--- src/design/seg_display_pkg.sv ---
`default_nettype none

package seg_display_pkg;

    // display geometry.
    localparam int NUM_DIGITS = 8;
    localparam int DIGIT_W    = 3;  // index into the eight digits.

    // one ascii code per digit.
    localparam int CHAR_W = 8;

    // segments a..g in bits 0..6, decimal point in bit 7.
    localparam int SEG_W = 8;

    // scan pacing, kept tiny for simulation.
    localparam int DWELL_CYCLES = 4;
    localparam int DWELL_W      = $clog2(DWELL_CYCLES);

    // common-anode board, a low level lights a segment or a digit.
    localparam logic LED_ON = 1'b0;

    // buffer contents after reset.
    localparam logic [CHAR_W-1:0] CHAR_SPACE = 8'h20;

endpackage

`default_nettype wire

--- src/design/text_buffer.sv ---
`timescale 1ns/1ps
`default_nettype none

module text_buffer (
    input  wire                                    clk,
    input  wire                                    arst_n,
    input  wire                                    wr_en,
    input  wire  [seg_display_pkg::DIGIT_W-1:0]    wr_addr,
    input  wire  [seg_display_pkg::CHAR_W-1:0]     wr_char,
    input  wire                                    wr_point,
    output logic [seg_display_pkg::NUM_DIGITS*seg_display_pkg::CHAR_W-1:0] chars,
    output logic [seg_display_pkg::NUM_DIGITS-1:0] points
);

    // one-hot write select, all zero when idle.
    logic [seg_display_pkg::NUM_DIGITS-1:0] wr_hit;

    always_comb begin
        wr_hit = '0;
        if (wr_en) begin
            wr_hit[wr_addr] = 1'b1;
        end
    end

    // digit d lives in chars[d*8 +: 8] and points[d].
    always_ff @(posedge clk or negedge arst_n) begin
        if (!arst_n) begin
            chars  <= {seg_display_pkg::NUM_DIGITS{seg_display_pkg::CHAR_SPACE}};
            points <= '0;  // blank text, no points.
        end else begin
            for (int d = 0; d < seg_display_pkg::NUM_DIGITS; d++) begin
                if (wr_hit[d]) begin
                    chars[d*seg_display_pkg::CHAR_W +: seg_display_pkg::CHAR_W] <= wr_char;
                    points[d] <= wr_point;
                end
            end
        end
    end

    // an unknown address would silently corrupt a random digit.
    wr_addr_known_a: assert property (
        @(posedge clk) disable iff (!arst_n)
        wr_en |-> !$isunknown(wr_addr)
    ) else $error("text_buffer: write with unknown address %b", wr_addr);

endmodule

`default_nettype wire

--- config.mk ---
export PLATFORM = sky130hd
export DESIGN_NAME = text_buffer
export DESIGN_NICKNAME = d
export VERILOG_FILES = /design/src/design/seg_display_pkg.sv /design/src/design/text_buffer.sv
export SDC_FILE = /design/constraint.sdc
export NUM_CORES = 1
export LEC_CHECK = 0
export ABC_CLOCK_PERIOD_IN_PS = 1600
export BUFFER_PORTS_ARGS = -buffer_cell sky130_fd_sc_hd__buf_2
export CAP_MARGIN = 25
export CORE_MARGIN = 4
export CORE_UTILIZATION = 54
export DETAILED_ROUTE_END_ITERATION = 10
export GPL_ROUTABILITY_DRIVEN = 0
export PLACE_DENSITY = 0.81
export SYNTH_ARGS = -nofsm -noshare
export SYNTH_HDL_FRONTEND = slang
export SYNTH_SLANG_ARGS = --single-unit
--- constraint.sdc ---
create_clock -name clk -period 1.6 [get_ports clk]
set_clock_uncertainty 0.1 [all_clocks]
set_input_delay 0.24 -clock clk [delete_from_list [all_inputs] [get_ports clk]]
set_output_delay 0.24 -clock clk [all_outputs]
set_load 0.01 [all_outputs]
# Yosys cells after proc, flatten, opt, wreduce, memory -nomap -nowiden
# Index checks and enable logic that the tools add are counted.
[word_totals]
register_bits = 72
input_bits = 15
out_inout_bits = 72
[op_classes]
order_cmp = 2
n_mux = 3
reduce_logical = 1
[op_table]
columns = ["operator", "count"]
rows = [
  ["8-bit two-way mux", 1],
  ["3-bit by 4-bit < comparator with 1-bit output, second input constant", 1],
  ["1-bit demux with 3-bit select", 1],
  ["3-bit by 1-bit greater-or-equal comparator with 1-bit output, second input constant", 1],
  ["1-bit logical AND", 1],
  ["1-bit two-way mux", 1],
]

# Longest topological paths before layout
[logic_depth]
ltp_word = 5
mapped_depth = 4

# Worst setup path before layout
# Ideal clock, no wire load.
[synth_timing]
path_kind = "in2reg"
start = "input port wr_addr[1] (netlist bit)"
end = "register chars[0] (netlist bit)"
setup_time_ns = 0.125
arrival_ns = 1.240
t_required_ns = 1.375
setup_slack_ns = 0.135
cell_stages = 3
n_path_buf = 1
cell_sequence = "buf_4 > nor4b_4 > mux2_2"
[synth_between]
elab_chain_len = 5
word_cells_on_any_way = 6
classes_between = "order compare: 2; mux: 3; reduce/logical: 1"
[synth_rtl]
columns = ["element", "line_no", "text"]
rows = [
  ["start, declared", "text_buffer.sv:8", "input wire [seg_display_pkg::DIGIT_W-1:0] wr_addr,"],
  ["3-bit by 4-bit < comparator with 1-bit output (not written as such) or 3-bit by 1-bit greater-or-equal comparator with 1-bit output (tied branches)", "text_buffer.sv:21", "wr_hit[wr_addr] = 1'b1;"],
  ["1-bit logical AND (not written as such)", "text_buffer.sv:21", ""],
  ["1-bit two-way mux (not written as such)", "text_buffer.sv:21", ""],
  ["1-bit demux with 3-bit select *", "text_buffer.sv:21", ""],
  ["8-bit two-way mux *", "text_buffer.sv:20", "if (wr_en) begin"],
  ["end signal, assigned", "text_buffer.sv:28", "chars <= {seg_display_pkg::NUM_DIGITS{seg_display_pkg::CHAR_SPACE}};"],
  ["end signal, assigned by index", "text_buffer.sv:33", "chars[d*seg_display_pkg::CHAR_W +: seg_display_pkg::CHAR_W] <= wr_char;"],
  ["end, declared", "text_buffer.sv:11", "output logic [seg_display_pkg::NUM_DIGITS*seg_display_pkg::CHAR_W-1:0] chars,"],
]
# Every way passes the cells marked *; elsewhere a longest branch is shown, timed or not.
# A chain may end at the register's enable or synchronous reset.

# Worst setup path after layout
[layout_timing]
start = "register chars[13] (netlist bit)"
end = "output port chars[13] (netlist bit)"
# No word-level cell between the ends.

==> impl_metrics.tcl <==
set metrics [dict create \
    r2r_cells 1 \
    first_global_vias 1836 \
    insertion_delay_ns 0.33 \
    ant_nets 0 \
    rsz0062_at_grt "false" \
    hp-class "primary input to register" \
    area_growth_pct 32.9 \
    grt.total_usage_pct 20.9 \
    io_buffers 86 \
    nNetsFinal 280 \
    r2r_end "chars[23]" \
    worstHoldPathCells 2 \
    antennaDiodeCount 0 \
    r2r-start "chars[23]" \
    finalHoldViolCount 0 \
    critical_path_buf_inv_count 1 \
    crit_type "register to output port" \
    fmax_mhz 739 \
    critPathTopFamily "flip-flops" \
    via_count 1722 \
    wl_um 5950 \
    die_x_um 79.4 \
    yosys-top-cells-count "72 x mux2_2, 64 x dfrtp_1, 8 x dfstp_2" \
    vdd_ir_drop_max_uv 1010 \
    reg2reg_slack_ns 0.71 \
    relSlewSlack_pct 75.8 \
    cap_viol_max_count 0 \
    p_per_area_mw_per_mm2 1480 \
    worst_pin_slew_ns 0.364 \
    power.total_mw 5.40 \
    finalCriticalPeriod_ns 1.35 \
    grt_max_degree 73 \
    synth.cell_area_mm2 0.00275 \
    yosysMostFrequentCell "mux2_2" \
    status "complete, no violations" \
    worst_setup_path_start_kind "register" \
    stdcell_count 337 \
    synth_async_sr_flop_share_pct 100 \
    core_region_area_mm2 0.00482 \
    required_ns 1.26 \
    worst-path-stages 1 \
    placed_area_mm2 0.00339 \
    postCtsSetupBuffers 0 \
    clockBufferDepth 2 \
    drt-vias-per-instance 5.11 \
    slowest_stage "dfstp_2" \
    ys.flop_type "dfrtp_1" \
    drive_above_1_share_pct 74.4 \
    yosys-top-cells-area "dfrtp_1 58%, mux2_2 29%, dfstp_2 7.6%" \
    path_cells "buf_2" \
    remaining_drc_errors 0 \
    whs_endpoint "chars[22]" \
    setup_viol 0 \
    synth_warnings 0 \
    endpoint_kind "output port" \
    antenna_found_initial 0 \
    syn-instance-count 159 \
    synth_top_area_share_pct 58.2 \
    dp_hpwl_um 4280 \
    stdcell_area_mm2 0.00366 \
    clock_sinks 72 \
    finalMaxSlewViolations 0 \
    gr-total-overflow 0 \
    io-pin-count 87 \
    dpl.cell_count 320 \
    syn_avg_cell_area_um2 17.3 \
    cp.arrival_ns 1.01 \
    start_util_pct 57.1 \
    synth_nets 174 \
    synth-edff-count 0 \
    cts_buffers 9 \
    wl_per_cell_um 17.6 \
    firstDrtPassIters 4 \
    root_buffer "clkbuf_8" \
    final_util_pct 75.9 \
    cts_tree "done" \
    cpPeakStageDelay_ns 0.55 \
    clkTransAtPathRegs_ns 0.08 \
    die_area_mm2 0.00630 \
    cp_max_fo 2 \
    p_leak_nw 1.76 \
    grt_pass1_wl_um 9770 \
    setup_tns_ns 0 \
    drtIter0Drc 86 \
    timing.final.crit_share_pct 84.5 \
    die_y_um 79.4 \
    yosys.area.top_type "dfrtp_1" \
    htree_levels 3 \
    synth-seq-cells 72 \
    holdCritStartpoint "wr_char[6]" \
    yosysUniqueCellTypes 10 \
    fp-row-count 25 \
    synth-seq-area-share_pct 65.8 \
]
## worst max path at each step
stage / start / endpoint
2_1_floorplan: wr_addr[1] / chars[0]
3_5_place_dp: wr_addr[0] / chars[10]
6_report: chars[13] / chars[13]
5_1_grt: chars[13] / chars[13]
4_1_cts: chars[13] / chars[13]
3_3_place_gp: wr_addr[0] / chars[9]
## what timing repair did
action | CTS | global route
hold buffers | 1 | 0
gates resized for setup | 0 | 0
endpoints found under the hold margin | 64 | 0
## metal layers
metal | vias to the layer above | GRT usage [%] | routed length, um
met5 | - | 0 | 0
met4 | 0 | 8.76 | 91
met3 | 8 | 6.09 | 404
met2 | 61 | 30.2 | 2600
met1 | 869 | 29.6 | 2850
li1 | 784 | - | -
## layout by cell type (no fill, tap or decap), drive strengths merged
| cell type | n |
|---|---|
| mux2 | 72 |
| clkbuf | 11 |
| dfrtp | 64 |
| nor4b | 1 |
| nand4 | 1 |
| clkinvlp | 1 |
| buf | 101 |
| bufinv | 3 |
| nand4b | 3 |
| clkinv | 1 |
| nor4bb | 3 |
| dlygate4sd3 | 1 |
| dfstp | 8 |
## power by group
group          internal (mW)  switching [mW]  total [mW]
registers               2.25           0.204        2.46
clock network           1.12           0.656        1.77
logic                  0.609           0.565        1.17
total                   3.98            1.42        5.40
## logic make-up (layout without fill, tap and decap cells)
group | Yosys count | count (layout) | synth area share (%)
muxes | 72 | 72 | 29.5
DFF | 72 | 72 | 65.8
and+or+nand+nor | 8 | 8 | 3.14
buffers and inverters | 7 | 118 | 1.59
## flip-flops by register name, indices dropped and copies added (netlist names)
| register | cells |
|---|---|
| points | 8 |
| chars | 64 |
## cell type report
type | instances | area, um2
Clock buffer | 11 | 151
Clock inverter | 5 | 103
Fill cell | 327 | 1160
Multi-Input combinational cell | 80 | 942
Sequential cell | 72 | 1810
Tap cell | 67 | 83.8
Timing Repair Buffer | 102 | 566
## through the flow
stage	hold WS (ns)	worst slack (ns)
3_5_place_dp	0.193	0.00286
6_report	0.130	0.248
2_1_floorplan	-0.156	0.135
4_1_cts	0.128	0.235
3_3_place_gp	0.194	0.0528
5_1_grt	0.137	0.220
No activity file was read; power rests on OpenSTA's default activity.
