**src/design/seg_display_pkg.sv**
```systemverilog
`default_nettype none

package seg_display_pkg;

    // display geometry.
    localparam int NUM_DIGITS = 8;
    localparam int DIGIT_W    = 3;  // index into the eight digits.

    // one ascii code per digit.
    localparam int CHAR_W = 8;

    // segments a..g in bits 0..6, decimal point in bit 7.
    localparam int SEG_W = 8;

    // scan pacing, kept tiny for simulation.
    localparam int DWELL_CYCLES = 4;
    localparam int DWELL_W      = $clog2(DWELL_CYCLES);

    // common-anode board, a low level lights a segment or a digit.
    localparam logic LED_ON = 1'b0;

    // buffer contents after reset.
    localparam logic [CHAR_W-1:0] CHAR_SPACE = 8'h20;

endpackage

`default_nettype wire

```
**src/design/scan_mux.sv**
```systemverilog
`timescale 1ns/1ps
`default_nettype none

module scan_mux (
    input  wire                                    clk,
    input  wire                                    arst_n,
    input  wire                                    display_en,
    input  wire  [seg_display_pkg::NUM_DIGITS*seg_display_pkg::SEG_W-1:0] patterns,
    output logic [seg_display_pkg::SEG_W-1:0]      seg,
    output logic [seg_display_pkg::NUM_DIGITS-1:0] sel
);

    logic                                   scan_live;  // set on the first edge after reset.
    logic [seg_display_pkg::DWELL_W-1:0]    dwell_cnt;
    logic [seg_display_pkg::DIGIT_W-1:0]    digit_idx;
    logic [seg_display_pkg::SEG_W-1:0]      cur_pattern;
    logic [seg_display_pkg::NUM_DIGITS-1:0] cur_onehot;

    // dwell counter paces the digit index.
    always_ff @(posedge clk or negedge arst_n) begin
        if (!arst_n) begin
            scan_live <= 1'b0;
            dwell_cnt <= '0;
            digit_idx <= '0;
        end else begin
            scan_live <= 1'b1;
            if (scan_live) begin
                if (int'(dwell_cnt) == seg_display_pkg::DWELL_CYCLES - 1) begin
                    dwell_cnt <= '0;
                    if (int'(digit_idx) == seg_display_pkg::NUM_DIGITS - 1) begin
                        digit_idx <= '0;
                    end else begin
                        digit_idx <= digit_idx + 1'b1;
                    end
                end else begin
                    dwell_cnt <= dwell_cnt + 1'b1;
                end
            end
        end
    end

    always_comb begin
        cur_pattern = patterns[digit_idx*seg_display_pkg::SEG_W +: seg_display_pkg::SEG_W];
        cur_onehot = '0;
        cur_onehot[digit_idx] = 1'b1;
    end

    // xor with the off level maps active-high to board polarity.
    always_ff @(posedge clk or negedge arst_n) begin
        if (!arst_n) begin
            seg <= {seg_display_pkg::SEG_W{~seg_display_pkg::LED_ON}};
            sel <= {seg_display_pkg::NUM_DIGITS{~seg_display_pkg::LED_ON}};
        end else if (!scan_live || !display_en) begin
            seg <= {seg_display_pkg::SEG_W{~seg_display_pkg::LED_ON}};  // dark.
            sel <= {seg_display_pkg::NUM_DIGITS{~seg_display_pkg::LED_ON}};
        end else begin
            seg <= cur_pattern ^ {seg_display_pkg::SEG_W{~seg_display_pkg::LED_ON}};
            sel <= cur_onehot ^ {seg_display_pkg::NUM_DIGITS{~seg_display_pkg::LED_ON}};
        end
    end

    // pattern of the digit whose select line is low.
    function automatic logic [seg_display_pkg::SEG_W-1:0] lit_pattern(
        input logic [seg_display_pkg::NUM_DIGITS*seg_display_pkg::SEG_W-1:0] pats,
        input logic [seg_display_pkg::NUM_DIGITS-1:0]                        lines
    );
        lit_pattern = '0;
        for (int i = 0; i < seg_display_pkg::NUM_DIGITS; i++) begin
            if (lines[i] == seg_display_pkg::LED_ON) begin
                lit_pattern = pats[i*seg_display_pkg::SEG_W +: seg_display_pkg::SEG_W];
            end
        end
    endfunction

    // two lit digits would ghost one glyph onto another.
    sel_one_cold_a: assert property (
        @(posedge clk) disable iff (!arst_n)
        $onehot0(~sel)
    ) else $error("scan_mux: more than one digit selected, sel=%b", sel);

    // the lit pattern belongs to the digit that was current one cycle back.
    seg_matches_digit_a: assert property (
        @(posedge clk) disable iff (!arst_n)
        (sel != '1) |-> (seg == ~lit_pattern($past(patterns), sel))
    ) else $error("scan_mux: seg %h does not follow selected digit", seg);

endmodule

`default_nettype wire

```
**config.mk**
```make
export PLATFORM = sky130hd
export DESIGN_NAME = scan_mux
export DESIGN_NICKNAME = d
export VERILOG_FILES = /design/src/design/seg_display_pkg.sv /design/src/design/scan_mux.sv
export SDC_FILE = /design/constraint.sdc
export NUM_CORES = 1
export LEC_CHECK = 0
export BUFFER_PORTS_ARGS = -buffer_cell sky130_fd_sc_hd__buf_4
export CORE_MARGIN = 2
export CORE_UTILIZATION = 47
export CTS_CLUSTER_DIAMETER = 200
export CTS_CLUSTER_SIZE = 16
export DETAILED_ROUTE_END_ITERATION = 8
export PLACE_DENSITY = 0.85
export SYNTH_ARGS = -nofsm -noshare
export SYNTH_HDL_FRONTEND = slang
export SYNTH_SLANG_ARGS = --single-unit
```
**constraint.sdc**
```tcl
create_clock -name clk -period 4.4 [get_ports clk]
set_clock_uncertainty 0.15 [all_clocks]
set_input_delay 1.32 -clock clk [delete_from_list [all_inputs] [get_ports clk]]
set_output_delay 1.32 -clock clk [all_outputs]
set_load 0.02 [all_outputs]
```
* Word-level counts from Yosys, hierarchy flattened
Cells that the tools add are included.
** Word-level totals
- Bits in registers :: 22
- Input bits :: 67
- Logic and storage cells :: 25
** Operators by class
- $add $sub $neg :: 2
- $lt $le $gt $ge :: 2
- Eq/ne operators :: 2
- Shift operators :: 1
- Mux-type cells :: 6
- Bitwise logic cells :: 2
- Reductions and logical operators :: 5
** Operators by type and width (count)
- indexed part select 64 x 7 -> 8 bit :: 1
- two-way mux 8 bit :: 2
- inverter 8 bit :: 2
- less-than comparator 3 x 4 -> 1 bit, second input constant :: 1
- adder 3 x 1 -> 3 bit, second input constant :: 1
- demux 1 bit (select 3 bit) :: 1
- equality test 3 x 1 -> 1 bit, second input constant :: 1
- >= comparator 3 x 1 -> 1 bit, second input constant :: 1
- two-way mux 3 bit :: 1
- adder 2 x 1 -> 2 bit, second input constant :: 1
- equality test 2 x 1 -> 1 bit, second input constant :: 1
- zero test 1 bit :: 2
- two-way mux 2 bit :: 1
- AND reduction 2 bit :: 1
- logical AND 1 bit :: 1
- logical OR 1 bit :: 1
- two-way mux 1 bit :: 1

* Depth between registers and ports, before layout
- Word-level depth :: 6
- Gate-level depth with buffers :: 6

* Worst setup path before layout
No wires, ideal clock.
- Path type :: input -> register
- Start point :: input patterns[8] (netlist bit)
- End point :: register seg[0] (netlist bit)
- Library setup time :: 0.072 ns
- Arrival :: 1.948 ns
- Setup slack :: 2.230 ns
- Cell stages on the path :: 4
- Cell sequence :: mux2_4 -> a221oi_2 -> a31oi_1 -> o21ai_1
** Between the ends
- Cells in the longest elaborated chain, start to end :: 3
** Ends and longest elaborated chain
- start: declaration :: RTL line scan_mux.sv:8 : input wire [seg_display_pkg::NUM_DIGITS*seg_display_pkg::SEG_W-1:0] patterns,
- indexed part select 64 x 7 -> 8 bit :: RTL line scan_mux.sv:43 : cur_pattern = patterns[digit_idx*seg_display_pkg::SEG_W +: seg_display_pkg::SEG_W];
- inverter 8 bit (no source line)
- two-way mux 8 bit :: RTL line scan_mux.sv:53 : end else if (!scan_live || !display_en) begin
- end signal: assignment :: RTL line scan_mux.sv:51 : seg <= {seg_display_pkg::SEG_W{~seg_display_pkg::LED_ON}};
- end signal: assignment :: RTL line scan_mux.sv:54 : seg <= {seg_display_pkg::SEG_W{~seg_display_pkg::LED_ON}};
- end signal: assignment :: RTL line scan_mux.sv:57 : seg <= cur_pattern ^ {seg_display_pkg::SEG_W{~seg_display_pkg::LED_ON}};
- end: declaration :: RTL line scan_mux.sv:9 : output logic [seg_display_pkg::SEG_W-1:0] seg,
Every way passes these cells.
A chain may end at the register's enable or synchronous reset.

* Worst setup path after layout
- Start point :: register seg[4] (netlist bit)
- End point :: output seg[4] (netlist bit)
No word-level cell between the ends.

==> parameters.txt <==
Parameter                              Value

Status
  Outcome    finished clean

Floorplan
  Total core area    between 2000 and 3000 µm²
  Row count    20
  Number of I/O pins    83
  Die boundary height    a little under 60 µm
  Floorplan die area    3520 µm²
  Initial cell density of the core    between 40% and 50%
  Width of the die    59.3 µm

Worst setup path
  Startpoint of the worst-slack reg-to-reg timing path    digit_idx[2]
  Reg2Reg Setup Slack    between 2000 and 2500 ps
  Critical path launch point type    register
  Path length in cells of the critical path    1
  Category of the most critical setup path    reg -> out
  Maximum fanout along the worst path    1
  Critical path capture point type    primary output
  CP Data Arrival Time    1000 ps
  Worst EP required    around 3000 ps
  Capture instance of the worst register-to-register path    seg[1]
  Maximum cell stage delay along the critical path    about 550 ps
  Critical Path, Cell by Cell    buf_4
  Cell with the biggest individual delay on the critical path    sky130_fd_sc_hd__dfstp_2
  Crit path buffers/inverters    1
  R2r worst-path depth    4
  CP delay by family, top    flip-flops

Global route
  Global-route wire length before repair    between 6000 and 7000 µm
  Global router's overall resource usage    approximately 23%
  Vias in the first global route    1359
  Largest net degree at the start of global routing    33
  Congestion Overflow GR    0
  Initial antenna violation count    0

Synth
  Avg Synthesized Cell Area    ~10 µm²
  Sequential fraction of the synthesis area    39.7%
  Predominant post-synthesis flop cell    sky130_fd_sc_hd__dfstp_2
  Async SR Flop Fraction    100%
  Most used standard cells in the synthesized netlist    24 x sky130_fd_sc_hd__nand2_1, 16 x sky130_fd_sc_hd__dfstp_2, 7 x sky130_fd_sc_hd__mux2i_1, 7 x sky130_fd_sc_hd__nor2_1
  Unique masters post-synth    44
  Warnings from Yosys    0
  Seq cells post-synth    22
  Synth top area share    29.2%
  Post-synth EDFFs    0
  Synthesized instance count    roughly 140
  Largest area contributor in the synthesized netlist    sky130_fd_sc_hd__dfstp_2
  Post-Syn Area    approximately 1400 µm²
  Synth top area cells    sky130_fd_sc_hd__dfstp_2 29%, sky130_fd_sc_hd__dfrtp_1 10%, sky130_fd_sc_hd__nand2_1 6.3%, sky130_fd_sc_hd__mux2i_1 4.9%, sky130_fd_sc_hd__buf_6 3.9%
  Post-synthesis net count    approximately 210
  Cell with the most instances after synthesis    sky130_fd_sc_hd__nand2_1

Clock tree
  Number of hold-repair buffers added at the cts stage    0
  Setup fix buffers added after clock tree synthesis    0
  Clock transition time at the flip-flop clock pins of the worst setup and hold paths    about 130 ps
  Clock root cell    sky130_fd_sc_hd__clkbuf_4
  CTS tree    built
  Post-CTS sizing    0
  CTS sink count    22
  Worst-skew pair later-pin latency    310 ps
  Number of levels the H-tree was split into    1
  CTS buffer count    3
  Number of buffers on the longest clock path    2

STA
  Period utilisation layout    a little under three fifths
  Setup TNS    0 ps
  Hold Fails Final Rpt    0
  Time the worst path needs with I/O delays and setup    about 2500 ps
  Setup repair after global routing missed its margin    false
  Slew Limit Headroom    26.7%
  Upper clock frequency limit    approximately 410 MHz
  Slew at the pin closest to its max-slew limit    between 1000 and 1500 ps
  Number of setup violations in the final report    0
  Worst Setup Slack, final    slightly below 2000 ps
  Total count of max-transition violations in the final report    0

Detailed routing
  Total wirelength of the detailed-routed design    3880 µm
  Drc violations    0
  Vias per cell    about 5.5
  Avg WL per Cell    15.3 µm
  Vias after detailed routing    approximately 1400
  Number of detailed-route iterations in the first pass    4
  ANT nets after route    0
  Initial drt markers    42

Placement
  Global placement routability congestion    0.789
  Port Buffers    82
  Place WS    2000 ps
  Post-detailed-placement half-perimeter wirelength    ~2900 µm
  Area after DPL    just over 2000 µm²

Hold path
  Hold worst-path end    dwell_cnt[1]
  Source of the worst hold timing path    dwell_cnt[1]
  Hold path depth    1
  Path category of the worst min-delay check    reg -> reg

Job
  Max-cap check violation count    0

Cells and area
  Diodes inserted    0
  Final standard cell area without fillers    between 2000 and 2500 µm²
  Layout-stage area growth over the synthesis result    43.4%
  Layout cells sized above 1    ~53%
  Total Nets Final    291

Pwr
  Power density over cell area    between 500 and 600 nW/µm²
  Reported leakage power    around 0.95 nW
  Peak supply drop    around 280 µV
## cell type report
cell class	instances	area, µm²
clock buffers	3	22.5
multi-input cells	109	758
fillers	250	915
clock inverters	1	30.0
flip-flops and latches	22	571
well taps	33	41.3
inverters	3	25.0
repair buffers	82	616
## sequential cells by signal (all words and copies together) (netlist names)
signal and flops:
sel 8, seg 8, scan_live 1, digit_idx 3, dwell_cnt 2
## cell families (layout without fill, tap and decap cells)
group,Yosys count,after routing,share of synthesized area (%)
buf+inv,13,89,7.65
other cells,1,1,0.261
compound gates,41,41,21.2
mux,16,16,12.4
simple gates,48,48,16.2
fa+ha+maj,3,3,2.61
flops,22,22,39.7
## worst max path at each step
| stage | from | end | slack, ps |
|---|---|---|---|
| final | seg[4] | seg[4] | 1930 |
| after global routing | sel[6] | sel[6] | 1900 |
| after CTS | sel[6] | sel[6] | 1930 |
| after detailed placement | patterns[11] | seg[3] | 2000 |
| after global placement | patterns[11] | seg[3] | 2050 |
| after floorplan | patterns[8] | seg[0] | 2230 |
## metal layers
layer / up-vias / track usage, % / share of wire [%]
met5: - / 0 / 0
met4: 0 / 10.4 / 2.6
met3: 12 / 3.06 / 5.7
met2: 57 / 37.4 / 51
met1: 642 / 30.1 / 41
li1: 673 / - / -
## report_power, final
group | internal (mW) | switching, mW
Combinational | 0.278 | 0.230
Clock | 0.0921 | 0.0641
Sequential | 0.266 | 0.124
Total | 0.635 | 0.418
## cell usage in the layout (no fill, tap or decap), types with 5 or more instances in the layout
cell                       synthesis  routed
sky130_fd_sc_hd__a221oi_1          6       6
sky130_fd_sc_hd__buf_4             2      82
sky130_fd_sc_hd__dfrtp_1           6       6
sky130_fd_sc_hd__dfstp_2          16      16
sky130_fd_sc_hd__mux2_2            5       5
sky130_fd_sc_hd__mux2i_1           7       7
sky130_fd_sc_hd__nand2_1          24      24
sky130_fd_sc_hd__nor2_1            7       7
sky130_fd_sc_hd__o21ai_1           5       5
## stage by stage
step	cells	utilization, %	power [mW]	hold slack [ps]
finish	253	69.3	1.05	391
global route	253	69.3	1.13	420
floorplan	144	-	0.778	335
global placement	249	67.5	0.881	345
detailed placement	249	67.5	0.897	363
CTS	253	69.3	1.05	392
## worst register-to-register path: stages (launching register included)
cell,delay [ps]
sky130_fd_sc_hd__dfrtp_1,1090
sky130_fd_sc_hd__bufinv_8,370
sky130_fd_sc_hd__and2_4,140
sky130_fd_sc_hd__a221oi_1,260
sky130_fd_sc_hd__o32a_1,200
(Power assumes the default switching activity.)
